$ cat src/mcfifo_pkg.sv
`default_nettype none

package mcfifo_pkg;

    localparam int NUM_CHANNELS      = 4;     // Channels 1 to 4
    localparam int WORD_BITS         = 32;
    localparam int BE_BITS           = 4;
    localparam int CHANNEL_BITS      = 8;     // Tag byte of a pattern word
    localparam int SEQ_BITS          = WORD_BITS - CHANNEL_BITS;
    localparam int PACKET_WORDS      = 16;    // Longest burst
    localparam int BUF_WORDS         = 2 * PACKET_WORDS;
    localparam int BUF_ADDR_BITS     = $clog2(BUF_WORDS);
    localparam int BUF_COUNT_BITS    = $clog2(BUF_WORDS + 1);
    localparam int BURST_BITS        = $clog2(PACKET_WORDS);
    localparam int RESET_WAIT_CYCLES = 20;
    localparam int RESET_WAIT_BITS   = $clog2(RESET_WAIT_CYCLES);

    // Command codes carried on be during the command word
    localparam logic [BE_BITS-1:0] CMD_HOST_READ  = 4'h0;
    localparam logic [BE_BITS-1:0] CMD_HOST_WRITE = 4'h1;

    // Idle drives only the status byte, bits 15..8
    localparam logic [WORD_BITS-1:0] STATUS_OE_N = 32'hFFFF_00FF;

    localparam int STATE_BITS = 4;
    localparam logic [STATE_BITS-1:0] ST_RESET      = 4'd0;
    localparam logic [STATE_BITS-1:0] ST_IDLE       = 4'd1;
    localparam logic [STATE_BITS-1:0] ST_READ_BTA1  = 4'd2;
    localparam logic [STATE_BITS-1:0] ST_READ_BTA2  = 4'd3;
    localparam logic [STATE_BITS-1:0] ST_READ_DATA  = 4'd4;
    localparam logic [STATE_BITS-1:0] ST_READ_BTA3  = 4'd5;
    localparam logic [STATE_BITS-1:0] ST_WRITE_BTA1 = 4'd6;
    localparam logic [STATE_BITS-1:0] ST_WRITE_DATA = 4'd7;
    localparam logic [STATE_BITS-1:0] ST_WRITE_BTA2 = 4'd8;

    // One bus word, read as a command or written as the idle status
    typedef union packed {
        struct packed {
            logic [WORD_BITS-CHANNEL_BITS-1:0] upper;
            logic [CHANNEL_BITS-1:0]           channel;
        } cmd;
        struct packed {
            logic [WORD_BITS-17:0]    zero_hi;
            logic [NUM_CHANNELS-1:0]  rx_space_n;   // Channel 1 in bit 12
            logic [NUM_CHANNELS-1:0]  tx_req_n;     // Channel 1 in bit 8
            logic [7:0]               zero_lo;
        } status;
    } bus_word_u;

endpackage

`default_nettype wire

$ cat src/mcfifo_rx_buf.sv
`default_nettype none

module mcfifo_rx_buf import mcfifo_pkg::*; (
    input  logic                 clk,
    input  logic                 reset,
    input  logic                 push,
    input  logic [WORD_BITS-1:0] push_data,
    input  logic [BE_BITS-1:0]   push_be,
    input  logic                 pop,
    output logic [WORD_BITS-1:0] head,
    output logic [BE_BITS-1:0]   head_be,
    output logic                 empty,
    output logic                 rx_space
);

    logic [WORD_BITS-1:0]      mem [BUF_WORDS];
    logic [BE_BITS-1:0]        mem_be [BUF_WORDS];
    logic [BUF_ADDR_BITS-1:0]  wr_ptr;
    logic [BUF_ADDR_BITS-1:0]  rd_ptr;
    logic [BUF_COUNT_BITS-1:0] count;
    logic                      do_push;
    logic                      do_pop;

    assign empty    = (count == '0);
    assign rx_space = (count <= BUF_COUNT_BITS'(BUF_WORDS - PACKET_WORDS));   // Room for a packet
    assign head     = mem[rd_ptr];
    assign head_be  = mem_be[rd_ptr];

    assign do_push = push && (count != BUF_COUNT_BITS'(BUF_WORDS));
    assign do_pop  = pop && !empty;

    always_ff @(posedge clk) begin
        if (do_push) begin
            mem[wr_ptr]    <= push_data;
            mem_be[wr_ptr] <= push_be;
        end
    end

    always_ff @(posedge clk) begin
        if (reset) begin
            wr_ptr <= '0;
            rd_ptr <= '0;
            count  <= '0;
        end else begin
            if (do_push) begin
                wr_ptr <= wr_ptr + 1'b1;
            end
            if (do_pop) begin
                rd_ptr <= rd_ptr + 1'b1;
            end
            if (do_push && !do_pop) begin
                count <= count + 1'b1;
            end else if (do_pop && !do_push) begin
                count <= count - 1'b1;
            end
        end
    end

endmodule

`default_nettype wire

$ cat config.mk
export PLATFORM = sky130hd
export DESIGN_NAME = mcfifo_rx_buf
export DESIGN_NICKNAME = d
export VERILOG_FILES = /design/src/mcfifo_pkg.sv /design/src/mcfifo_rx_buf.sv
export SDC_FILE = /design/constraint.sdc
export NUM_CORES = 1
export LEC_CHECK = 0
export BUFFER_PORTS_ARGS = -buffer_cell sky130_fd_sc_hd__buf_4
export CORE_MARGIN = 2
export CORE_UTILIZATION = 40
export CTS_CLUSTER_DIAMETER = 150
export DETAILED_ROUTE_END_ITERATION = 7
export GPL_ROUTABILITY_DRIVEN = 0
export PLACE_DENSITY_LB_ADDON = 0.25
export SYNTH_ARGS = -nofsm -noshare
export SYNTH_HDL_FRONTEND = slang
export SYNTH_SLANG_ARGS = --single-unit
$ cat constraint.sdc
create_clock -name clk -period 8.55 [get_ports clk]
set_clock_uncertainty 0.2 [all_clocks]
set_input_delay 1.2825 -clock clk [delete_from_list [all_inputs] [get_ports clk]]
set_output_delay 1.2825 -clock clk [all_outputs]
set_load 0.01 [all_outputs]
---- Word level (Yosys, flattened, before mapping) ----
Memory sizes are Yosys's and may differ from the RTL's. A register that Yosys moved wholly into a read port is not among the register bits.
Cells that the tools add are included.
Widths: inputs -> output; s select.
storage, ports and cells
  bits in registers ....................... 16
  memory bits (read-only) ................. 0
  latch bits .............................. 0
  memory bits (writable) .................. 1152
  output and inout bits ................... 38
  input bits .............................. 40
  memories kept ........................... 2
operators by class
  $mul .................................... 0
  multiplexer cells ....................... 8
  div/mod/pow operators ................... 0
  bitwise gates (word level) .............. 0
  reduce and logical (&&, ||, !) cells .... 9
  eq/ne operators ......................... 1
  shifts and indexed selects .............. 0
  add/subtract/negate cells ............... 4
  order comparisons ....................... 1
memory list
  name    words  width  rd ports  clocked after Yosys merged registers in  wr ports  RTL line             RTL
  mem     32     32     1         1                                        1         mcfifo_rx_buf.sv:16  logic [WORD_BITS-1:0] mem [BUF_WORDS];
  mem_be  32     4      1         1                                        1         mcfifo_rx_buf.sv:17  logic [BE_BITS-1:0] mem_be [BUF_WORDS];
operator list
  kind                 number
  $mux 5               4
  $mux 6               2
  $add 5x1->5 const B  2
  $add 6x1->6 const B  1
  $le 6x5->1 const B   1
  $logic_not 6->1      1
  $ne 6x6->1 const B   1
  $sub 6x1->6 const B  1
  $logic_and 1x1->1    4
  $logic_not 1->1      3
  $mux 1               2
  $reduce_bool 2->1    1

---- Longest topological paths before layout ----
  depth after elaboration ................. 6
  gate-level depth with buffers ........... 11

---- Least setup slack after synthesis ----
No wires, ideal clock.
  path type ............................... input-to-reg
  start ................................... in push
  end ..................................... mem mem[12][0] (enable)
  arrival ................................. 3.270 ns
  buffers on the path ..................... 1
  path slack .............................. 4.650 ns
  stages .................................. 4
  setup time .............................. 0.429 ns
  cell sequence ........................... o31a_1 buf_2 nand2_1 nor2_1
on the way
  longest elaborated chain between the ends .. 3
RTL lines
  what                          RTL line             RTL
  start, declared               mcfifo_rx_buf.sv:6   input logic push,
  $logic_and 1x1->1             mcfifo_rx_buf.sv:29  assign do_push = push && (count != BUF_COUNT_BITS'(BUF_WORDS));
  net do_push                   mcfifo_rx_buf.sv:21  logic do_push;
  $mux 1                        mcfifo_rx_buf.sv:33  if (do_push) begin
  $mux 1 (implied by the code)  mcfifo_rx_buf.sv:34  mem[wr_ptr] <= push_data;
  end, declared                 mcfifo_rx_buf.sv:16
The timed path passes the listed nets, and every way through them passes these cells.

==> results.md <==
* Status: finished, final reports clean
* P_int at 10100 uW
* Core Area at 112000 um2
* Final Slew Violations at 0
* Wirelength per Cell at 29.3 um
* Synth Flop Type: edfxtp_1
* Min Clock Period, post-route at 5.84 ns
* Logic pwr share at 13.2%
* Via count at 22657
* Num CTS Buffers at 113
* Crit path DAT at 4.36 ns
* Clk network pwr share at 38.1%
* WP buf/inv at 2
* Crit path cell chain: buf_4 > mux4_2 > a22o_1 > or4_1 > buf_4
* Slew HR at 22.3%
* Synth Cell Area at 45200 um2
* DRC viols at 0
* Delay-heaviest family, CP: buffers and inverters
* Max-capacitance violation count at 0
* Starting Density at 40.2%
* Highest-count cells in the layout ignoring fill and taps: 1152 x edfxtp_1, 217 x mux2_2, 144 x mux4_2
* Sequential area share after synthesis at 77.5%
* Post-synth net total at 2320
* Worst skew pair latency at 0.69 ns
* Hold crit path type: reg -> reg
* Max FO, Critical Path at 87
* Final Cell Area at 51600 um2
* FFs w/ async S/R, synth at 0%
* CP endpoint kind: primary output
* Vias in the first global route at 23313
* Warnings, synthesis at 0
* Final TNS setup at 0 ns
* Dpl hpwl at 57100 um
* Synthesized area per cell at 19.9 um2
* Post-synth EDFFs at 1152
* Synth cell types at 47
* Reg area at 35000 um2
* Largest net degree at the start of global routing at 194
* First-pass GRT wire length at 166000 um
* CTS resizes at 0
* CP max stage delay at 1.04 ns
* Postcts setup bufs at 0
* Synth-to-layout area growth at 14.1%
* TritonCTS clock tree: built
* Synth Register Bits at 1173
* Switching Power at 3230 uW
* DRT Wirelength at 117000 um
* Die ar. at 116000 um2
* Global route total overflow at 0
* Ports at 78
* Tot GR Track Use at 20.0%
* CTS sink count at 1173
* Port-buffer cells at 77
* Area occupied by multi-input gates at 9880 um2
* Site Rows at 123
* Fin. Hold Viols at 0
* Power Dens Cells at 259 nW/um2
* Switching Share at 24.2%
* Filler Cells Inserted at 9443
* Final nets at 2428
* Initial antenna violation count at 3
* Final period util at 68.3%
* CTS root buf: clkbuf_16
* Crit start category: flop
* Final hold slack at 0.290 ns
* H-tree Lvls at 3
* Die Height at 340 um
* Place WS at 3.38 ns
* DIE WIDTH at 340 um
* Layout cell share with drive strength beyond 1 at 28.4%
* Setup violations, final at 0
* Clk buf depth at 3
* Leak at 0.0157 uW
* Kind of critical path: reg -> out
* DP Area at 47800 um2
* Post-Syn Instances at 2269
* Max frequency at 171 MHz
* First-pass DRT Iterations at 5
* Worst-margin pin slew at 1.17 ns
* Required @ worst endpoint at 7.07 ns
* Max VDD drop at 0.153 mV
* Final ANT Viol Nets at 0
* Commonest non-fill, non-tap cell in the layout: edfxtp_1
* Sequential power share at 48.7%
* Clock transition at the registers of the reported paths at 0.06 ns
* Fin worst setup slack at 2.71 ns
* DR iter-0 viols at 2318
* Unrepaired setup endpoints after global routing: no
* Post-DR vias/cell at 5.70
* CP max-delay cell: buf_4
* Post-CTS Hold Buffers at 0
* Worst path most repeated cell: buf_4
cell families (layout without fill, tap and decap cells):
kind of cell	count (synthesis)	in the layout	synth area share, %
AO/OA/AOI/OAI	311	311	4.80
XOR/XNOR	9	9	0.174
adder cells (fa/ha/maj)	11	11	0.321
buffers and inverters	137	340	1.33
flip-flops	1173	1173	77.5
multiplexers	364	364	12.6
other	0	3	0
AND/OR/NAND/NOR	264	264	3.26
final timing paths:
path / startpoint / to / slack [ns] / depth (start not counted)
setup reg to reg: count[0]$_SDFFE_PP0P_ / mem[16][26]$_DFFE_PP_ / 4.78 / 5
hold reg to reg: count[3]$_SDFFE_PP0P_ / count[3]$_SDFFE_PP0P_ / 0.29 / 2
hold / removal: count[3]$_SDFFE_PP0P_ / count[3]$_SDFFE_PP0P_ / 0.29 / 2
setup / recovery: flop / head[16] / 2.71 / 5
metrics by stage:
| stage | utilization, % | cells | total power (uW) |
|---|---|---|---|
| floorplan | - | 2269 | 7680 |
| global placement | 42.5 | 3762 | 8380 |
| detailed placement | 42.5 | 3762 | 8410 |
| CTS | 45.9 | 3972 | 13500 |
| global route | 45.9 | 3972 | 13800 |
| finish | 45.9 | 3975 | 13400 |
power groups by stage:
stage	Clock (uW)	Sequential, uW	Combinational, uW
after floorplan	0	6570	1110
after global placement	0	6620	1770
after detailed placement	0	6630	1790
after CTS	5160	6500	1790
after global routing	5380	6510	1900
final	5090	6500	1760
flip-flops by register name, indices dropped and copies added (netlist names), named ones only:
signal,cells
mem,1024
mem_be,128
count,6
rd_ptr,5
wr_ptr,5
final cells by class:
| class | instances | share of cell area (%) |
|---|---|---|
| Clock buffer | 135 | 5.73 |
| Timing Repair Buffer | 125 | 1.89 |
| Antenna cell | 3 | 0.0146 |
| Sequential cell | 1173 | 67.9 |
| Clock inverter | 75 | 1.59 |
| Inverter | 5 | 0.0364 |
| Tap cell | 1500 | 3.64 |
| Multi-Input combinational cell | 959 | 19.2 |
synth_stat cells (all sizes together) (2+ instances only):
master / n / area [um2]
mux4: 144 / 3240
inv: 5 / 18.8
xnor2: 2 / 17.5
dfxtp: 21 / 420
a21o: 2 / 15.0
xor2: 7 / 61.3
nor3: 73 / 365
mux2: 217 / 2440
a211oi: 73 / 548
or4: 38 / 285
or3: 3 / 18.8
a211o: 2 / 17.5
and3: 2 / 12.5
nand2: 9 / 33.8
nand2b: 2 / 12.5
nor2b: 75 / 469
edfxtp: 1152 / 34600
a21oi: 5 / 25.0
nand3: 3 / 15.0
clkbuf: 88 / 330
o31ai: 3 / 27.5
o311ai: 3 / 43.8
nor2: 48 / 180
mux2i: 3 / 30.0
nand3b: 5 / 37.5
o22ai: 72 / 450
a22o: 72 / 631
ha: 10 / 125
o21ai: 74 / 370
buf: 44 / 250
tightest hold or removal path, cell delays in order (launching register included):
cell and delay (ns):
dfxtp_1 0.33, nand2_1 0.07, a21oi_1 0.05
routing by layer:
| layer | global-route usage (%) | routed length [um] | vias up |
|---|---|---|---|
| li1 | - | - | 9603 |
| met4 | 5.17 | 2470 | 0 |
| met3 | 3.54 | 7990 | 145 |
| met5 | 0 | 0 | - |
| met1 | 26.6 | 46800 | 12115 |
| met2 | 34.2 | 59300 | 794 |
No activity file was read; power rests on OpenSTA's default activity.
