`config.mk`:
```
export PLATFORM = sky130hd
export DESIGN_NAME = mcfifo_data_source
export DESIGN_NICKNAME = d
export VERILOG_FILES = /design/src/mcfifo_pkg.sv /design/src/mcfifo_data_source.sv
export SDC_FILE = /design/constraint.sdc
export NUM_CORES = 1
export LEC_CHECK = 0
export ABC_CLOCK_PERIOD_IN_PS = 4420
export BUFFER_PORTS_ARGS = -buffer_cell sky130_fd_sc_hd__buf_2
export CAP_MARGIN = 10
export CORE_MARGIN = 10
export CORE_UTILIZATION = 52
export DETAILED_ROUTE_END_ITERATION = 8
export PLACE_DENSITY = 0.92
export REMOVE_ABC_BUFFERS = 1
export SETUP_SLACK_MARGIN = 0.4
export SLEW_MARGIN = 30
export SYNTH_ARGS = -nofsm -noshare
export SYNTH_HDL_FRONTEND = slang
export SYNTH_SLANG_ARGS = --single-unit
```
`constraint.sdc`:
```
create_clock -name clk -period 4.42 [get_ports clk]
set_input_delay 0.442 -clock clk [delete_from_list [all_inputs] [get_ports clk]]
set_output_delay 0.442 -clock clk [all_outputs]
set_load 0.05 [all_outputs]
```
`src/mcfifo_pkg.sv`:
```
`default_nettype none

package mcfifo_pkg;

    localparam int NUM_CHANNELS      = 4;     // Channels 1 to 4
    localparam int WORD_BITS         = 32;
    localparam int BE_BITS           = 4;
    localparam int CHANNEL_BITS      = 8;     // Tag byte of a pattern word
    localparam int SEQ_BITS          = WORD_BITS - CHANNEL_BITS;
    localparam int PACKET_WORDS      = 16;    // Longest burst
    localparam int BUF_WORDS         = 2 * PACKET_WORDS;
    localparam int BUF_ADDR_BITS     = $clog2(BUF_WORDS);
    localparam int BUF_COUNT_BITS    = $clog2(BUF_WORDS + 1);
    localparam int BURST_BITS        = $clog2(PACKET_WORDS);
    localparam int RESET_WAIT_CYCLES = 20;
    localparam int RESET_WAIT_BITS   = $clog2(RESET_WAIT_CYCLES);

    // Command codes carried on be during the command word
    localparam logic [BE_BITS-1:0] CMD_HOST_READ  = 4'h0;
    localparam logic [BE_BITS-1:0] CMD_HOST_WRITE = 4'h1;

    // Idle drives only the status byte, bits 15..8
    localparam logic [WORD_BITS-1:0] STATUS_OE_N = 32'hFFFF_00FF;

    localparam int STATE_BITS = 4;
    localparam logic [STATE_BITS-1:0] ST_RESET      = 4'd0;
    localparam logic [STATE_BITS-1:0] ST_IDLE       = 4'd1;
    localparam logic [STATE_BITS-1:0] ST_READ_BTA1  = 4'd2;
    localparam logic [STATE_BITS-1:0] ST_READ_BTA2  = 4'd3;
    localparam logic [STATE_BITS-1:0] ST_READ_DATA  = 4'd4;
    localparam logic [STATE_BITS-1:0] ST_READ_BTA3  = 4'd5;
    localparam logic [STATE_BITS-1:0] ST_WRITE_BTA1 = 4'd6;
    localparam logic [STATE_BITS-1:0] ST_WRITE_DATA = 4'd7;
    localparam logic [STATE_BITS-1:0] ST_WRITE_BTA2 = 4'd8;

    // One bus word, read as a command or written as the idle status
    typedef union packed {
        struct packed {
            logic [WORD_BITS-CHANNEL_BITS-1:0] upper;
            logic [CHANNEL_BITS-1:0]           channel;
        } cmd;
        struct packed {
            logic [WORD_BITS-17:0]    zero_hi;
            logic [NUM_CHANNELS-1:0]  rx_space_n;   // Channel 1 in bit 12
            logic [NUM_CHANNELS-1:0]  tx_req_n;     // Channel 1 in bit 8
            logic [7:0]               zero_lo;
        } status;
    } bus_word_u;

endpackage

`default_nettype wire

```
`src/mcfifo_data_source.sv`:
```
`default_nettype none

module mcfifo_data_source import mcfifo_pkg::*; (
    input  logic                    clk,
    input  logic                    reset,
    input  logic [CHANNEL_BITS-1:0] channel_id,
    input  logic                    full,
    output logic                    push,
    output logic [WORD_BITS-1:0]    push_data
);

    logic [SEQ_BITS-1:0] seq;    // k of the next word

    // Offer a word whenever the buffer can take one
    assign push      = !full;
    assign push_data = {channel_id, seq};

    always_ff @(posedge clk) begin
        if (reset) begin
            seq <= '0;
        end else if (push) begin
            seq <= seq + 1'b1;
        end
    end

endmodule

`default_nettype wire

```
Yosys cells after proc, flatten, opt, wreduce, memory -nomap -nowiden
Index checks and enable logic that the tools add are counted.

Mux-type cells: 0. Reductions and logical operators: 1. $lt $le $gt $ge: 0. Multiply operators: 0. Shifts and indexed selects: 0. Equal/unequal tests: 0. $add $sub $neg: 1. Bitwise logic cells: 0. Div/mod/pow operators: 0.

Operators with widths (number): $add 24x1->24 const B (1); $logic_not 1->1 (1).

Output and inout port bits: 33. Flip-flop bits (word level): 24. Memories kept: 0. Memory bits (writable): 0. Input port bits: 11. ROM bits: 0. Bits in latches: 0.

Longest topological paths before layout
Gate-level depths: netlist of run 1.

Depth after elaboration: 1. Depth in mapped cells: 6. Gate-level depth less buffers: 5.

Worst setup path after synthesis of run 1
Ideal clock, no wire load.

Path kind: reg2reg. Start: register seq[0]. End: register seq[20]. Library setup time: 0.070 ns. Slack: 2.383 ns. Clock period less this slack: 2.037 ns. Arrival: 1.967 ns. Buffers on the path: 0. Cell stages (with the launch flop): 6. Data required time: 4.350 ns. Path through: dfxtp_1 ha_1 and4b_2 nand3_2 or4_1 a21oi_1.

Word-level cells in the longest chain between the ends: 1.

RTL lines: from (decl) (line mcfifo_data_source.sv:12) `logic [SEQ_BITS-1:0] seq;`; from (signal assigned) (line mcfifo_data_source.sv:22) `seq <= seq + 1'b1;`; $add 24x1->24 (line mcfifo_data_source.sv:22).

No other way between the ends. A chain may end at the register's enable or synchronous reset.

Final worst setup path of run 1
Start: register seq[3]. End: register seq[20].

Same word-level chain as after synthesis.

==> results of run 1 <==
-- per-layer routing --
metal / wire (um) / vias to the layer above
li1: - / 512
met1: 1150 / 495
met2: 1309 / 49
met3: 250 / 4
met4: 31 / 0
met5: 0 / -
-- power by group through the flow --
stage           logic (W)  registers, W  clock network, W
2_1_floorplan  0.00000609      0.000232                 0
3_3_place_gp    0.0000204      0.000225                 0
3_5_place_dp    0.0000212      0.000225                 0
4_1_cts         0.0000213      0.000220         0.0000966
5_1_grt         0.0000228      0.000221          0.000108
6_report        0.0000209      0.000220         0.0000933
-- cells by family after synthesis --
family / synth area share [%]
compound gates: 12.20
xor+xnor: 7.239
fa+ha+maj: 1.034
buf+inv: 9.616
flops: 39.71
mux: 0.8273
simple gates: 29.37
-- how the worst max path moves through the flow --
stage,startpoint,end,slack (ns),depth (start not counted)
floorplan,seq[0],seq[20],2.38,5
detailed placement,full,seq[21],2.45,5
global placement,full,seq[23],2.51,5
finish,seq[3],seq[20],2.60,4
global route,seq[0],seq[20],2.44,5
CTS,seq[0],seq[20],2.61,5
-- critical path, cell delays in order (launching register included) --
cell	delay, ns
dfxtp_1	0.54
and4b_2	0.38
nand3_2	0.16
or4_1	0.53
a21oi_1	0.14
-- cells in the mapped netlist, drive strengths merged --
cell type / instances / area share (%)
nor4: 1 / 0.52
and3: 3 / 1.6
nor2: 11 / 3.4
nand3: 5 / 2.5
xnor2: 6 / 4.3
and4b: 2 / 1.8
and4: 2 / 1.7
a21oi: 13 / 5.4
and2: 2 / 1.2
inv: 4 / 1.2
nand4b: 1 / 0.72
xor2: 4 / 2.9
mux2i: 1 / 0.83
or4: 7 / 4.3
o31ai: 7 / 4.3
or3: 6 / 3.1
o21ai: 6 / 2.5
clkbuf: 3 / 0.93
dfxtp: 24 / 40
and2b: 1 / 0.62
ha: 1 / 1.0
nand2: 6 / 1.9
buf: 11 / 7.4
nand4: 7 / 6.1
-- cell type report --
cell class,instances,share of cell area [%]
Multi-Input combinational cell,92,47.12
Sequential cell,24,36.92
Timing Repair Buffer,27,10.38
Tap cell,28,2.692
Clock buffer,3,1.731
Inverter,4,1.154
-- through the flow --
step | area [um2] | utilization, % | instances | power (W) | setup slack, ns
3_3_place_gp | 1279 | 57.81 | 175 | 0.0002454 | 2.507
6_report | 1301 | 58.82 | 178 | 0.0003345 | 2.602
4_1_cts | 1301 | 58.82 | 178 | 0.0003383 | 2.608
3_5_place_dp | 1279 | 57.81 | 175 | 0.0002464 | 2.451
5_1_grt | 1301 | 58.82 | 178 | 0.0003518 | 2.440
2_1_floorplan | 1109 | - | 120 | 0.0002378 | 2.383
==> impl_metrics.yaml, run 1 <==
yosys:
  ys_seq_area_share_pct: 39.71
  yosys.cell_types.count: 30
  syn-instance-count: 134
  ys_seq_elements: 24
  synth_area_per_cell_um2: 9.029
  yosysWarnings: 0
  syn-cell-area_um2: 1210
sta:
  tns_ns: 0
  fmax_mhz: 550.0
  worst_pin_slew_ns: 0.4356
  finalCriticalPeriod_ns: 1.818
  fin_worst_skew_ns: 0.006169
  post-route-period-util_pct: 41.13
  holdWs_ns: 0.4648
  setup_viol: 0
  slew_headroom_pct: 70.96
  hold_violations: 0
  slew_viol_final: 0
  rsz0062_at_grt: "false"
power:
  ir_drop_mv: 0.1510
  powerDensity_nw_per_um2: 257.1
  swShare_pct: 23.70
  leakage_nw: 0.5326
  p_int_w: 0.0002553
  seqPwrFrac_pct: 65.9
  p_sw_w: 0.00007929
  combPwrFrac_pct: 6.2
  p_clk_share_pct: 27.9
critical_path:
  worstSetupPathType: "reg -> reg"
  startpoint_type: "flip-flop"
  cp_data_arrival_time_ns: 2.07
  reg2reg_depth: 4
  r2r-start: "seq[3]"
  crit_fanout: 8
  critPathRequiredTime_ns: 4.67
  timing.rr.end: "seq[20]"
  end_kind: "flip-flop"
  r2r_setup_slack_ns: 2.60
clock_tree:
  hold_buffers: 0
  post_cts_buffers: 0
  cts_tree: "built"
  clock_latency_ns: 0.31
  root_buffer: "clkbuf_4"
  cts_buffer_depth: 2
  post_cts_resized: 0
  clk_pin_slew_ns: 0.12
  htree_levels: 1
  cts_sinks: 24
  cts_buffers: 3
detailed_routing:
  drt-total-wl_mm: 2.741
  ant_nets: 0
  drtPass1Iterations: 4
  drcViolationCount: 0
  routedWlPerCell_um: 15.40
  viasPerCell: 5.955
  via_count: 1060
  drt_iter0_markers: 58
layout:
  largest_register: "seq"
  largest_register_ffs: 24
  multi_input_area_um2: 613.1
  area_growth_pct: 7.549
  layout-drive-gt1-share_pct: 24.00
  reg_top3: "seq x24"
  layout.nets: 164
  seq_area_um2: 480.5
  layout_commonest_cell: "buf_2"
  final_cell_mix: "buf_2, dfxtp_1, a21oi_1, nor2_1"
  fillers: 207
  diodes: 0
global_route:
  busiest_layer: "met2"
  grt_antenna_before_repair: 0
  grt_max_degree: 25
  grtUsageTotal_pct: 11.79
  grt-ovfl-total: 0
  grt_use_met2_pct: 19.77
  grt_pass1_vias: 1035
  met1_usage_pct: 12.83
  grtUsageMet3_pct: 5.220
  grt_pass1_wl_mm: 4.353
die:
  core-area_um2: 2212
  dieArea_um2: 4656
  fp.dieW_um: 68.24
  rows: 17
  io_pins: 44
  dieHeight_um: 68.24
  start_util_pct: 54.69
placement:
  gp_congestion: 0.8180
  hpwl_mm: 2.045
  portBuffers: 27
hold_path:
  holdPathStages: 3
  holdPathEnd: "seq[1]"
  worstHoldStart: "full"
  hold_path_class: "in -> reg"
status:
  outcome: "complete, no violations"
run:
  timing.max_cap.violations: 0
(Power assumes the default switching activity.)
==> inputs of run 2 (changes only) <==
--- a/config.mk
+++ b/config.mk
@@ -5,13 +5,13 @@
 export SDC_FILE = /design/constraint.sdc
 export NUM_CORES = 1
 export LEC_CHECK = 0
-export ABC_CLOCK_PERIOD_IN_PS = 4420
+export ABC_CLOCK_PERIOD_IN_PS = 1500
 export BUFFER_PORTS_ARGS = -buffer_cell sky130_fd_sc_hd__buf_2
 export CAP_MARGIN = 10
 export CORE_MARGIN = 10
-export CORE_UTILIZATION = 52
+export CORE_UTILIZATION = 43
 export DETAILED_ROUTE_END_ITERATION = 8
-export PLACE_DENSITY = 0.92
+export PLACE_DENSITY = 0.83
 export REMOVE_ABC_BUFFERS = 1
 export SETUP_SLACK_MARGIN = 0.4
 export SLEW_MARGIN = 30
==> constraint.sdc (replaced) <==
create_clock -name clk -period 1.5 [get_ports clk]
set_input_delay 0.15 -clock clk [delete_from_list [all_inputs] [get_ports clk]]
set_output_delay 0.15 -clock clk [all_outputs]
set_load 0.05 [all_outputs]
==> run 2 against run 1 <==
Total power rose to 3.3 times the previous value. Hold slack got worse by 0.20 ns. Clock power rose to 3.7 times the previous value. Critical endpoint unchanged. The flow now finishes with violations (setup timing). Largest power group unchanged. First-iteration DRC count unchanged. Critical path depth rose by 1.
==> impl_metrics.yaml, run 2 (synthesis gave the netlist of run 1 again) <==
detailed_routing:
  drt-total-wl_mm: 3.877
  drtPass1Iterations: 7
  drt_iter0_markers: 58
  drcViolationCount: 0
  ant_nets: 0
  via_count: 1237
  viasPerCell: 5.727
  routedWlPerCell_um: 17.95
sta:
  slew_headroom_pct: 67.22
  slew_viol_final: 0
  tns_ns: -1.319
  fin_worst_skew_ns: 0.006122
  setup_viol: 13
  worst_pin_slew_ns: 0.4917
  finalCriticalPeriod_ns: 1.671
  hold_violations: 0
  fmax_mhz: 598.6
  fin_ws_ns: -0.1706
  post-route-period-util_pct: 111.4
  rsz0062_at_grt: "true"
critical_path:
  worstSetupPathType: "reg -> reg"
  critPathBufInv: 0
  cp_data_arrival_time_ns: 1.92
  cp_cell_sequence: "ha_4, and4b_2, nand3_4, or4_4, a21oi_2"
  path_delay_family: "simple AND/OR/NAND/NOR gates"
  startpoint_type: "flip-flop"
  end_kind: "flip-flop"
  r2r_setup_slack_ns: -0.17
  crit_fanout: 4
  critPathSlowestCell: "or4_4"
  critPathRequiredTime_ns: 1.75
  cp_slowest_stage_delay_ns: 0.50
layout:
  stdcell_count: 216
  largest_register: "seq"
  largest_register_ffs: 24
  reg_top3: "seq x24"
  diodes: 0
  layout_commonest_cell: "buf_6"
  layout.nets: 198
  final_cell_mix: "buf_6, dfxtp_2, buf_8, buf_4, nor2_1"
  fin_area_um2: 1977
  layout-drive-gt1-share_pct: 57.30
  area_growth_pct: 63.39
clock_tree:
  cts_buffers: 3
  root_buffer: "clkbuf_4"
  clk_pin_slew_ns: 0.14
  htree_levels: 1
  cts_tree: "built"
  cts_buffer_depth: 2
  cts_sinks: 24
  clock_latency_ns: 0.32
global_route:
  grt_pass1_vias: 1275
  grt_max_degree: 25
  grt_pass1_wl_mm: 6.196
  grt_antenna_before_repair: 0
  grt-ovfl-total: 0
  grtUsageTotal_pct: 14.05
placement:
  dp.cells: 202
  gp_congestion: 0.8429
  pre_cts_ws_ns: -0.1703
  placed_area_um2: 1463
  hpwl_mm: 2.363
  portBuffers: 27
power:
  ir_drop_mv: 0.6208
  leakage_nw: 0.7869
  powerDensity_nw_per_um2: 562.0
run:
  timing.max_cap.violations: 0
hold_path:
  hold_path_class: "in -> reg"
die:
  start_util_pct: 44.26
  core-area_um2: 2734
  dieHeight_um: 73.05
  io_pins: 44
  rows: 19
  fp.dieW_um: 73.05
  dieArea_um2: 5336
status:
  outcome: "finished, violations left"
  violations: "setup timing"
-- run 2: timing repair --
item                                    CTS  global route
endpoints found under the setup margin   45            45
setup buffers                             6             4
gates resized for setup                  95            30
hold buffers                              0             0
pin swaps                                23            12
gates cloned                              0             0
-- run 2: report_power, final --
| group | internal, W | switching, W | leakage [nW] |
|---|---|---|---|
| clock network | 0.000149 | 0.000200 | 0.0210 |
| registers | 0.000641 | 0.00000767 | 0.205 |
| logic | 0.0000520 | 0.0000607 | 0.561 |
-- run 2: area by class of cell --
class                           instances  area (um2)
Tap cell                               31       38.79
Clock buffer                            4       36.28
Sequential cell                        24       514.2
Multi-Input combinational cell         92       693.2
Timing Repair Buffer                   61       679.4
Fill cell                             209       757.0
Inverter                                4       15.01
-- run 2: layer usage --
layer  track usage (%)  up-vias  part of all wire [%]
met2             22.73       52                    53
met3             6.395        8                   8.1
li1                  -      585                     -
met5                 0        -                     0
met4             4.008        0                   1.3
met1             16.15      592                    38
-- run 2: worst paths after layout --
check / from / endpoint / cells past startpoint
hold / removal: reset / seq[5] / 2
hold reg to reg: seq[23] / seq[23] / 2
setup reg to reg: seq[0] / seq[20] / 5
setup / recovery: seq[0] / seq[20] / 5
-- run 2: metrics by stage --
step	utilization, %	hold WS [ns]	total power (W)
2_1_floorplan	-	0.2191	0.0007008
3_3_place_gp	53.50	0.3005	0.0007330
3_5_place_dp	53.50	0.3005	0.0007364
4_1_cts	68.10	0.2363	0.001096
5_1_grt	72.31	0.2797	0.001157
6_report	72.31	0.2680	0.001111
-- run 2: worst register-to-register path, stage by stage, from the launching register on --
cell	delay (ns)
dfxtp_4	0.39
ha_4	0.13
and4b_2	0.32
nand3_4	0.11
or4_4	0.50
a21oi_2	0.15
