## src/mcfifo_pkg.sv

```systemverilog
`default_nettype none

package mcfifo_pkg;

    localparam int NUM_CHANNELS      = 4;     // Channels 1 to 4
    localparam int WORD_BITS         = 32;
    localparam int BE_BITS           = 4;
    localparam int CHANNEL_BITS      = 8;     // Tag byte of a pattern word
    localparam int SEQ_BITS          = WORD_BITS - CHANNEL_BITS;
    localparam int PACKET_WORDS      = 16;    // Longest burst
    localparam int BUF_WORDS         = 2 * PACKET_WORDS;
    localparam int BUF_ADDR_BITS     = $clog2(BUF_WORDS);
    localparam int BUF_COUNT_BITS    = $clog2(BUF_WORDS + 1);
    localparam int BURST_BITS        = $clog2(PACKET_WORDS);
    localparam int RESET_WAIT_CYCLES = 20;
    localparam int RESET_WAIT_BITS   = $clog2(RESET_WAIT_CYCLES);

    // Command codes carried on be during the command word
    localparam logic [BE_BITS-1:0] CMD_HOST_READ  = 4'h0;
    localparam logic [BE_BITS-1:0] CMD_HOST_WRITE = 4'h1;

    // Idle drives only the status byte, bits 15..8
    localparam logic [WORD_BITS-1:0] STATUS_OE_N = 32'hFFFF_00FF;

    localparam int STATE_BITS = 4;
    localparam logic [STATE_BITS-1:0] ST_RESET      = 4'd0;
    localparam logic [STATE_BITS-1:0] ST_IDLE       = 4'd1;
    localparam logic [STATE_BITS-1:0] ST_READ_BTA1  = 4'd2;
    localparam logic [STATE_BITS-1:0] ST_READ_BTA2  = 4'd3;
    localparam logic [STATE_BITS-1:0] ST_READ_DATA  = 4'd4;
    localparam logic [STATE_BITS-1:0] ST_READ_BTA3  = 4'd5;
    localparam logic [STATE_BITS-1:0] ST_WRITE_BTA1 = 4'd6;
    localparam logic [STATE_BITS-1:0] ST_WRITE_DATA = 4'd7;
    localparam logic [STATE_BITS-1:0] ST_WRITE_BTA2 = 4'd8;

    // One bus word, read as a command or written as the idle status
    typedef union packed {
        struct packed {
            logic [WORD_BITS-CHANNEL_BITS-1:0] upper;
            logic [CHANNEL_BITS-1:0]           channel;
        } cmd;
        struct packed {
            logic [WORD_BITS-17:0]    zero_hi;
            logic [NUM_CHANNELS-1:0]  rx_space_n;   // Channel 1 in bit 12
            logic [NUM_CHANNELS-1:0]  tx_req_n;     // Channel 1 in bit 8
            logic [7:0]               zero_lo;
        } status;
    } bus_word_u;

endpackage

`default_nettype wire

```

## src/mcfifo_bus_fsm.sv

```systemverilog
`default_nettype none

module mcfifo_bus_fsm import mcfifo_pkg::*; (
    input  logic                                 clk,
    input  logic                                 reset,
    input  logic                                 wr_n,
    input  logic [WORD_BITS-1:0]                 data_in,
    input  logic [BE_BITS-1:0]                   be_in,
    input  logic [NUM_CHANNELS:1][WORD_BITS-1:0] tx_head,
    input  logic [NUM_CHANNELS:1]                tx_ready,
    input  logic [NUM_CHANNELS:1]                rx_space,
    output logic [WORD_BITS-1:0]                 data_out,
    output logic [BE_BITS-1:0]                   be_out,
    output logic [WORD_BITS-1:0]                 data_oe_n,
    output logic [BE_BITS-1:0]                   be_oe_n,
    output logic                                 txe_n,
    output logic                                 rxf_n,
    output logic [NUM_CHANNELS:1]                tx_pop,
    output logic [NUM_CHANNELS:1]                rx_push,
    output logic [WORD_BITS-1:0]                 rx_data,
    output logic [BE_BITS-1:0]                   rx_be
);

    logic [STATE_BITS-1:0]      state;
    logic [RESET_WAIT_BITS-1:0] reset_count;
    logic [BURST_BITS-1:0]      burst_count;
    logic [NUM_CHANNELS:1]      ch_sel;        // Captured channel, one-hot
    logic [NUM_CHANNELS:1]      cmd_sel;
    logic [WORD_BITS-1:0]       head_sel;
    bus_word_u                  cmd_word;
    bus_word_u                  status_word;
    logic                       is_read;
    logic                       is_write;
    logic                       cmd_ok;
    logic                       burst_last;
    logic                       xfer;

    assign cmd_word = data_in;
    assign is_read  = (be_in == CMD_HOST_READ);
    assign is_write = (be_in == CMD_HOST_WRITE);

    // Channel numbers outside 1..4 leave cmd_sel empty
    always_comb begin
        cmd_sel = '0;
        for (int c = 1; c <= NUM_CHANNELS; c++) begin
            cmd_sel[c] = (cmd_word.cmd.channel == CHANNEL_BITS'(c));
        end
    end

    assign cmd_ok = (is_read && |(cmd_sel & tx_ready)) ||
                    (is_write && |(cmd_sel & rx_space));

    always_comb begin
        head_sel = '0;
        for (int c = 1; c <= NUM_CHANNELS; c++) begin
            if (ch_sel[c]) begin
                head_sel = tx_head[c];
            end
        end
    end

    always_comb begin
        status_word = '0;
        status_word.status.tx_req_n   = ~tx_ready;
        status_word.status.rx_space_n = ~rx_space;
    end

    assign data_out = (state == ST_READ_DATA) ? head_sel : status_word;
    assign be_out   = (state == ST_READ_DATA) ? '1 : '0;

    // One word moves on each edge with both strobes low
    assign xfer       = !wr_n && !rxf_n;
    assign burst_last = (burst_count == BURST_BITS'(PACKET_WORDS - 1));
    assign tx_pop     = ch_sel & {NUM_CHANNELS{xfer && (state == ST_READ_DATA)}};
    assign rx_push    = ch_sel & {NUM_CHANNELS{xfer && (state == ST_WRITE_DATA)}};
    assign rx_data    = data_in;
    assign rx_be      = be_in;

    always_ff @(posedge clk) begin
        if (reset) begin
            state       <= ST_RESET;
            reset_count <= '0;
            burst_count <= '0;
            ch_sel      <= '0;
            txe_n       <= 1'b1;
            rxf_n       <= 1'b1;
            data_oe_n   <= '1;
            be_oe_n     <= '1;
        end else begin
            case (state)
                ST_RESET: begin
                    if (reset_count == RESET_WAIT_BITS'(RESET_WAIT_CYCLES - 1)) begin
                        state     <= ST_IDLE;
                        txe_n     <= 1'b0;
                        data_oe_n <= STATUS_OE_N;
                    end else begin
                        reset_count <= reset_count + 1'b1;
                    end
                end
                ST_IDLE: begin
                    if (!wr_n && cmd_ok) begin
                        ch_sel      <= cmd_sel;
                        burst_count <= '0;
                        txe_n       <= 1'b1;
                        state       <= is_read ? ST_READ_BTA1 : ST_WRITE_BTA1;
                    end
                end
                ST_READ_BTA1: begin
                    data_oe_n <= '0;                // Device takes the whole bus
                    be_oe_n   <= '0;
                    state     <= ST_READ_BTA2;
                end
                ST_READ_BTA2: begin
                    rxf_n <= 1'b0;
                    state <= ST_READ_DATA;
                end
                ST_READ_DATA: begin
                    if (wr_n) begin                 // Host stopped early
                        rxf_n <= 1'b1;
                        state <= ST_READ_BTA3;
                    end else begin
                        burst_count <= burst_count + 1'b1;
                        if (burst_last) begin
                            rxf_n <= 1'b1;
                            state <= ST_READ_BTA3;
                        end
                    end
                end
                ST_READ_BTA3: begin
                    data_oe_n <= STATUS_OE_N;
                    be_oe_n   <= '1;
                    ch_sel    <= '0;
                    txe_n     <= 1'b0;
                    state     <= ST_IDLE;
                end
                ST_WRITE_BTA1: begin
                    data_oe_n <= '1;                // Hand the bus to the host
                    rxf_n     <= 1'b0;
                    state     <= ST_WRITE_DATA;
                end
                ST_WRITE_DATA: begin
                    if (wr_n) begin
                        rxf_n <= 1'b1;
                        state <= ST_WRITE_BTA2;
                    end else begin
                        burst_count <= burst_count + 1'b1;
                        if (burst_last) begin
                            rxf_n <= 1'b1;          // Further words are dropped
                            state <= ST_WRITE_BTA2;
                        end
                    end
                end
                ST_WRITE_BTA2: begin
                    data_oe_n <= STATUS_OE_N;
                    ch_sel    <= '0;
                    txe_n     <= 1'b0;
                    state     <= ST_IDLE;
                end
                default: begin
                    state <= ST_RESET;
                end
            endcase
        end
    end

endmodule

`default_nettype wire

```

## config.mk

```make
export PLATFORM = sky130hd
export DESIGN_NAME = mcfifo_bus_fsm
export DESIGN_NICKNAME = d
export VERILOG_FILES = /design/src/mcfifo_pkg.sv /design/src/mcfifo_bus_fsm.sv
export SDC_FILE = /design/constraint.sdc
export NUM_CORES = 1
export LEC_CHECK = 0
export ABC_AREA = 1
export ABC_CLOCK_PERIOD_IN_PS = 3100
export BUFFER_PORTS_ARGS = -buffer_cell sky130_fd_sc_hd__buf_2
export CAP_MARGIN = 25
export CORE_AREA = 2 2 115 117
export DETAILED_ROUTE_END_ITERATION = 12
export DIE_AREA = 0 0 117 119
export GPL_TIMING_DRIVEN = 0
export HOLD_SLACK_MARGIN = 0.06
export PLACE_DENSITY = 0.57
export SLEW_MARGIN = 0
export SYNTH_ARGS = -nofsm -noshare
export SYNTH_HDL_FRONTEND = slang
export SYNTH_SLANG_ARGS = --single-unit
```

## constraint.sdc

```tcl
create_clock -name clk -period 3.1 [get_ports clk]
set_input_delay 0.31 -clock clk [delete_from_list [all_inputs] [get_ports clk]]
set_output_delay 0.31 -clock clk [all_outputs]
set_load 0.1 [all_outputs]
```

======== After elaboration in Yosys (flattened, before gate mapping) ========
Cells that the tools add are included.
word-level totals
  register bits ........................... 55
  logic and storage cells ................. 95
cells by class
  add/sub/neg operators ................... 2
  equality and inequality tests ........... 21
  muxes and demuxes ....................... 28
  bitwise gates (word level) .............. 7
  reduce and logical (&&, ||, !) cells .... 29
operator list
  cell                                           count
  two-way mux 32 bit                             6
  one-hot mux 32 bit (4 select lines)            1
  two-way mux 4 bit                              10
  one-hot mux 4 bit (8 select lines)             1
  one-hot mux 4 bit (2 select lines)             3
  bitwise AND 4 bit                              4
  == test 4 x 3 -> 1 bit, second input constant  4
  == test 8 x 2 -> 1 bit, second input constant  2
  == test 4 x 1 -> 1 bit, second input constant  2
  == test 4 x 2 -> 1 bit, second input constant  2
  == test 4 bit, second input constant           2
  == test 8 x 1 -> 1 bit, second input constant  1
  == test 8 x 3 -> 1 bit, second input constant  1
  logical NOT 4 bit                              2
  NOT 4 bit                                      2
  AND reduction 2 bit                            4
  nonzero test 2 bit                             4
  OR reduction 4 bit                             2
  logical AND 1 bit                              6
  != test 2 bit, second input constant           3
  != test 3 bit, second input constant           2
  AND reduction 3 bit                            2
  OR reduction 2 bit                             3
  adder 5 x 1 -> 5 bit, second input constant    1
  other kinds (13)                               17

======== Longest topological paths before layout ========
Gate-level depths: netlist of run 1.
  word-level depth ........................ 8
  mapped depth ............................ 14
  gate-level depth less buffers ........... 13

======== Least setup slack after synthesis of run 1 ========
Ideal clock, no wire load.
  path kind ............................... register to output
  start point ............................. register state[0]
  end point ............................... output data_out[10]
  arrival ................................. 3.583 ns
  data required time ...................... 2.790 ns
  path slack .............................. -0.793 ns
  cell stages (with the launch flop) ...... 6
  buffers on the path ..................... 1
  cells stage by stage .................... dfxtp_1 > nor2_1 > inv_1 > nor2_4 > clkbuf_1 > o21ai_0
on the way
  word-level cells in the longest chain between the ends .. 2
RTL lines
  element                   RTL line               text
  start: declaration        mcfifo_bus_fsm.sv:24   logic [STATE_BITS-1:0] state;
  start signal: assignment  mcfifo_bus_fsm.sv:105  state <= is_read ? ST_READ_BTA1 : ST_WRITE_BTA1;
  == test 4 x 3 -> 1 bit    mcfifo_bus_fsm.sv:68   assign data_out = (state == ST_READ_DATA) ? head_sel : status_word;
  two-way mux 32 bit        mcfifo_bus_fsm.sv:68
  end: declaration          mcfifo_bus_fsm.sv:12   output logic [WORD_BITS-1:0] data_out,
No other way between the ends.

======== Worst setup path after layout of run 1 ========
  start point ............................. register ch_sel[2] (netlist name)
  end point ............................... output data_out[13]
on the way
  word-level cells in the longest chain between the ends .. 4
RTL lines
  element                          RTL line               text
  start: declaration               mcfifo_bus_fsm.sv:27   logic [NUM_CHANNELS:1] ch_sel;
  start signal: assignment         mcfifo_bus_fsm.sv:102  ch_sel <= cmd_sel;
  two-way mux 32 bit (3 in a row)  mcfifo_bus_fsm.sv:56   if (ch_sel[c]) begin
  two-way mux 32 bit               mcfifo_bus_fsm.sv:68
No other way between the ends.

==> summary.txt, run 1 <==
CTS
  • Longest Clk Path Bufs: 2
  • Clock Sinks: 22
  • Hold_buf cts: 0
  • H-tree Lvls: 1
  • Root Driver: clkbuf_16
  • Resize count post-CTS: 0
  • Setup bufs post-CTS: 0
  • CTS tree: built
  • Worst-Skew Late Latency: 0.26 ns
  • Num CTS Buffers: 3
  • Clock transition at path regs: 0.06 ns

Final layout
  • Nets: 951
  • Filler cells: 1482
  • Most frequent cells in the layout: 271 x buf_2, 89 x o21ai_0, 72 x buf_4
  • Most common cell after layout, fill and taps aside: buf_2
  • Area grow syn2layout: 57.00%
  • Layout cells sized above 1: 47.48%
  • Post-route cell area: 4587 um2

Logic synthesis
  • Post-synth top flop: dfxtp_1
  • Ys async rst share: 0%
  • Ys Warns: 0
  • Post-synth top area cell: buf_4
  • Sequential share of the synthesized area: 15.07%
  • Post-Syn Area: 2922 um2
  • Post-synth EDFFs: 0
  • Count of different cell masters after synthesis: 32
  • Synth Instances: 501
  • Net count after synthesis: 678
  • Avg Synthesized Cell Area: 5.831 um2
  • Share of the synthesized area in the top cell type: 18.50%
  • Top cells by area, synth: buf_4 19%, o21ai_0 17%, dfxtp_1 15%
  • Yosys reg bits: 22

Global routing
  • First-pass GRT wire length: 19.55 mm
  • GRT Residual Overflow: 0
  • GRT Util Overall: 17.61%
  • Largest net degree at the start of global routing: 26
  • Initial antenna violation count: 4
  • Number of global-route vias before repair: 3844

Routing
  • DR WL/cell: 13.83 um
  • Final WL: 13.18 mm
  • DRT Pass-1 Iters: 4
  • Drc violations: 0
  • Post-DRT Antenna Nets: 0
  • Drt first-iter violations: 209
  • Vias post-DR: 4150
  • Vias per std cell: 4.355

Pwr
  • Pleak: 2.407 nW
  • Max IR drop VDD: 0.5937 mV
  • PwrDens: 769.4 nW/um2

Setup path
  • Crit path DAT: 2.41 ns
  • Crit Path Max Fanout: 10
  • Worst Setup Start Kind: register
  • Crit Path Category: register to primary output
  • Crit path required time: 2.79 ns
  • Critical path capture point type: primary output
  • Reg-to-Reg Start: reset_count[0]
  • CP Launch Point: ch_sel[2]
  • R2R Setup Slk: 1.42 ns

Timing
  • Worst-Margin Slew: 0.7708 ns
  • Layout Skew: 0.002531 ns
  • Tcrit/Tclk final: 87.84%
  • Setup TNS: 0 ns
  • Tmin final: 2.723 ns
  • Slew margin rel.: 48.55%
  • Max-slew violation count: 0
  • Peak Freq: 0.3672 GHz
  • RSZ-0062 raised after global routing: no
  • Final Hold Viols: 0
  • Final Setup Violations: 0

Place
  • Detail Placement HPWL: 11.04 mm
  • GPL Wtd Cong: 0.8821
  • Placed Area: 4488 um2
  • I/O Buffers: 268

Floorplanning
  • Die ar.: 13920 um2
  • Placement row count: 42
  • Core area: 12870 um2
  • Die X: 117 um
  • Die H: 119 um
  • Starting Density: 22.69%
  • Ports: 293

Min path
  • Min-delay src: reset
  • Hold crit path type: primary input to register

Run
  • MaxCap Viol Count: 0

Status
  • Outcome: finished clean
==> per-stage QoR <==
stage	worst slack [ns]	hold slack, ns	util [%]	power [mW]	std cells
2_1_floorplan	0.2072	0.3791	-	2.801	501
3_3_place_gp	0.6323	0.4630	34.86	3.238	945
3_5_place_dp	0.6722	0.4628	34.86	3.241	945
4_1_cts	0.3832	0.3206	35.55	3.552	949
5_1_grt	0.2089	0.3297	35.63	3.720	953
6_report	0.3770	0.3296	35.63	3.529	953
==> Yosys cell counts, types with 3 or more instances <==
master    count
a21oi_1      68
buf_2         3
buf_4        72
clkbuf_1     28
dfxtp_1      22
inv_1        28
inv_2         4
nand2_1      53
nand2_2       4
nand3_1      29
nand3_2       3
nor2_1       54
nor3_1        4
o211ai_1      8
o21ai_0      97
o21ai_1       3
==> final timing paths <==
check,end,depth (start not counted)
max,data_out[13],10
min,burst_count[3],2
max reg2reg,data_oe_n[30],9
min reg2reg,txe_n,2
==> report_power, final <==
| group | internal (mW) | total [mW] | leakage (nW) | switching (mW) |
|---|---|---|---|---|
| sequential | 0.343 | 0.429 | 0.179 | 0.0863 |
| combinational | 0.594 | 2.79 | 2.18 | 2.20 |
| clock | 0.197 | 0.307 | 0.0442 | 0.109 |
| total | 1.13 | 3.53 | 2.41 | 2.40 |
==> metal layers <==
metal  vias up  wire length (um)  part of all wire (%)  track usage [%]
li1       2167                 -                     -                -
met1      1817              5564                    42            21.49
met2       151              6661                    51            32.33
met3        15               797                   6.0            2.137
met4         0               158                   1.2            4.118
met5         -                 0                     0                0
==> sequential cells by signal, summed over array words and instances, names as in the netlist <==
signal	cells
state	4
reset_count	5
burst_count	4
rxf_n	1
ch_sel	4
txe_n	1
data_oe_n	2
be_oe_n	1
==> layout make-up <==
cell class                 count  area, um2  share of cell area, %
buffer                       105      684.4                  14.92
sequential                    22      440.4                  9.602
clock buffer                   4      88.84                  1.937
tap                          176      220.2                  4.801
multi-input combinational    340       1673                  36.47
antenna                        4      10.01                 0.2182
timing repair buffer         268       1341                  29.24
inverter                      34      128.9                  2.810
==> cell families (layout without fill, tap and decap cells) <==
kind of cell / count (synthesis) / after routing / synth area share (%)
AOI/OAI and AO/OA: 179 / 179 / 31.65
and+or+nand+nor: 158 / 158 / 24.33
buffers and inverters: 139 / 411 / 27.79
DFF: 22 / 22 / 15.07
adders and majority gates: 2 / 2 / 0.8564
xor gates and xnor gates: 1 / 1 / 0.2998
other: 0 / 4 / 0
==> critical path, cell delays in order, from the launching register on <==
cell and delay, ns:
dfxtp_1 0.30, buf_2 0.16, clkinv_1 0.17, clkbuf_1 0.39
nand3_1 0.16, nand2_1 0.10, o21ai_0 0.07, nand2_1 0.08
o211ai_1 0.09, o21ai_1 0.14, buf_2 0.46
No activity file was read; power rests on OpenSTA's default activity.
==> run 2, diff against run 1 <==
--- a/config.mk
+++ b/config.mk
@@ -14,7 +14,6 @@
 export DIE_AREA = 0 0 117 119
 export GPL_TIMING_DRIVEN = 0
 export HOLD_SLACK_MARGIN = 0.06
-export PLACE_DENSITY = 0.57
 export SLEW_MARGIN = 0
 export SYNTH_ARGS = -nofsm -noshare
 export SYNTH_HDL_FRONTEND = slang
==> summary.txt, run 2 (synthesis gave the netlist of run 1 again) <==
Status
  • Outcome: finished clean

Final layout
  • Most frequent cells in the layout: 271 x buf_2, 89 x o21ai_0, 72 x buf_4
  • Area grow syn2layout: 56.92% (about the same)
  • Area occupied by multi-input gates: 1673 um2 (unchanged)
  • Nets: 951 (unchanged)
  • Register area: 440.4 um2 (unchanged)
  • Filler cells: 1465 (-1.1%)
  • Layout cells sized above 1: 47.48% (unchanged)
  • Most common cell after layout, fill and taps aside: buf_2
  • Number of flip-flops in the largest register: 5 (unchanged)
  • Largest register by flop count: reset_count
  • Util after Layout: 35.61% (about the same)

Routing
  • Drc violations: 0 (unchanged)
  • Drt first-iter violations: 271 (+30%)
  • Vias per std cell: 4.376 (+0.49%)
  • DRT Pass-1 Iters: 4 (unchanged)
  • Final WL: 12.92 mm (-2.0%)
  • DR WL/cell: 13.57 um (-1.9%)
  • Post-DRT Antenna Nets: 0 (unchanged)
  • Vias post-DR: 4166 (+0.39%)

Timing
  • Final Setup Violations: 0 (unchanged)
  • Slew margin rel.: 49.85% (+1.3 points)
  • Tmin final: 2.782 ns (+0.05862 ns)
  • Final Hold Viols: 0 (unchanged)
  • Max-slew violation count: 0 (unchanged)
  • Layout Skew: 0.002379 ns (-0.0001525 ns)
  • Setup TNS: 0 ns (unchanged)
  • RSZ-0062 raised after global routing: no
  • Tcrit/Tclk final: 89.73% (+1.9 points)
  • Peak Freq: 0.3595 GHz (-2.1%)
  • Worst-Margin Slew: 0.7512 ns (-0.01952 ns)
  • Setup ws final: 0.3184 ns (-0.05862 ns)
  • Hold_ws: 0.3360 ns (+0.006418 ns)

Pwr
  • Max IR drop VDD: 0.5865 mV (-1.2%)
  • Pleak: 2.407 nW (about the same)
  • Internal: 1.133 mW (about the same)
  • Comb power frac: 79.3% (about the same)
  • PwrDens: 769.7 nW/um2 (about the same)
  • Pwr Total: 3.529 mW (about the same)
  • NetSw: 2.396 mW (about the same)
  • Register share of total power: 12.2% (about the same)
  • Switch share: 67.90% (about the same)
  • Clock share of power: 8.5% (-0.2 points)

Setup path
  • Worst Setup Start Kind: register
  • Critical path capture point type: primary output
  • Crit Path Category: register to primary output
  • Crit path required time: 2.79 ns (about the same)
  • Worst R2R Path Depth: 8 (-1)
  • Crit Path Max Fanout: 10 (unchanged)
  • Crit path DAT: 2.47 ns (+0.06 ns)

CTS
  • Clock Sinks: 22 (unchanged)
  • Hold_buf cts: 0 (unchanged)
  • CTS tree: built
  • Clock transition at path regs: 0.06 ns (about the same)
  • Root Driver: clkbuf_16
  • Num CTS Buffers: 3 (unchanged)
  • Worst-Skew Late Latency: 0.25 ns (about the same)
  • Longest Clk Path Bufs: 2 (unchanged)
  • Setup bufs post-CTS: 0 (unchanged)
  • Resize count post-CTS: 0 (unchanged)
  • H-tree Lvls: 1 (unchanged)

Global routing
  • Number of global-route vias before repair: 3809 (-0.91%)
  • GRT Residual Overflow: 0 (unchanged)
  • Initial antenna violation count: 3 (-1)
  • First-pass GRT wire length: 18.90 mm (-3.3%)
  • Largest net degree at the start of global routing: 26 (unchanged)
  • GRT Util Overall: 16.95% (-0.66 points)

Floorplanning
  • Core area: 12870 um2 (unchanged)
  • Die H: 119 um (unchanged)
  • Starting Density: 22.69% (unchanged)
  • Die X: 117 um (unchanged)
  • Die ar.: 13920 um2 (unchanged)
  • Ports: 293 (unchanged)
  • Placement row count: 42 (unchanged)

Min path
  • Hold crit path type: primary input to register
  • Hold path depth: 2 (unchanged)

Place
  • Detail Placement HPWL: 10.98 mm (-0.49%)
  • I/O Buffers: 268 (unchanged)
  • Worst slack at placement: 0.5719 ns (-0.1003 ns)
  • GPL Wtd Cong: 0.8609 (-2.4%)

Run
  • MaxCap Viol Count: 0 (unchanged)
[run 2: cell count changes in the layout (fill, tap and decap cells not counted), sizes merged]
cell,previous run,this run
diode,4,3
[run 2: cell type report]
| cell class | count | area share (%) |
|---|---|---|
| diodes | 3 | 0.1638 |
| plain buffers | 105 | 14.93 |
| clock buffers | 4 | 1.938 |
| inverters | 34 | 2.811 |
| multi-input cells | 340 | 36.49 |
| flip-flops and latches | 22 | 9.607 |
| well taps | 176 | 4.803 |
| repair buffers | 268 | 29.26 |
[run 2: layer usage]
layer / vias to the layer above / GRT usage (%) / routed length, um
met2: 158 / 31.36 / 6482
met5: - / 0 / 0
met4: 0 / 3.456 / 163
li1: 2163 / - / -
met3: 12 / 3.053 / 923
met1: 1833 / 20.08 / 5350
[run 2: final timing paths]
kind | to | from | slack, ns
setup / recovery | data_out[29] | ch_sel[1] | 0.32
hold / removal | burst_count[3] | reset | 0.34
setup reg to reg | txe_n | reset_count[0] | 1.37
hold reg to reg | reset_count[0] | reset_count[0] | 0.49
[run 2: worst max-delay path: stages (launching register included)]
cell and delay (ns):
dfxtp_1 0.32, clkbuf_1 0.28, clkbuf_1 0.44, a21oi_1 0.11
o21ai_0 0.32, o21ai_0 0.15, a21oi_1 0.15, buf_2 0.44
[run 2: through the flow]
step | cells | cell area, um2
detailed placement | 945 | 4488
global placement | 945 | 4488
floorplan | 501 | 2927
CTS | 949 | 4577
finish | 952 | 4584
global route | 950 | 4579
[run 2: power groups by stage]
stage | Sequential, mW | Combinational (mW) | Clock [mW]
after floorplan | 0.568 | 2.23 | 0
after global placement | 0.436 | 2.80 | 0
after detailed placement | 0.435 | 2.80 | 0
after CTS | 0.430 | 2.81 | 0.308
after global routing | 0.446 | 2.94 | 0.320
final | 0.431 | 2.80 | 0.301
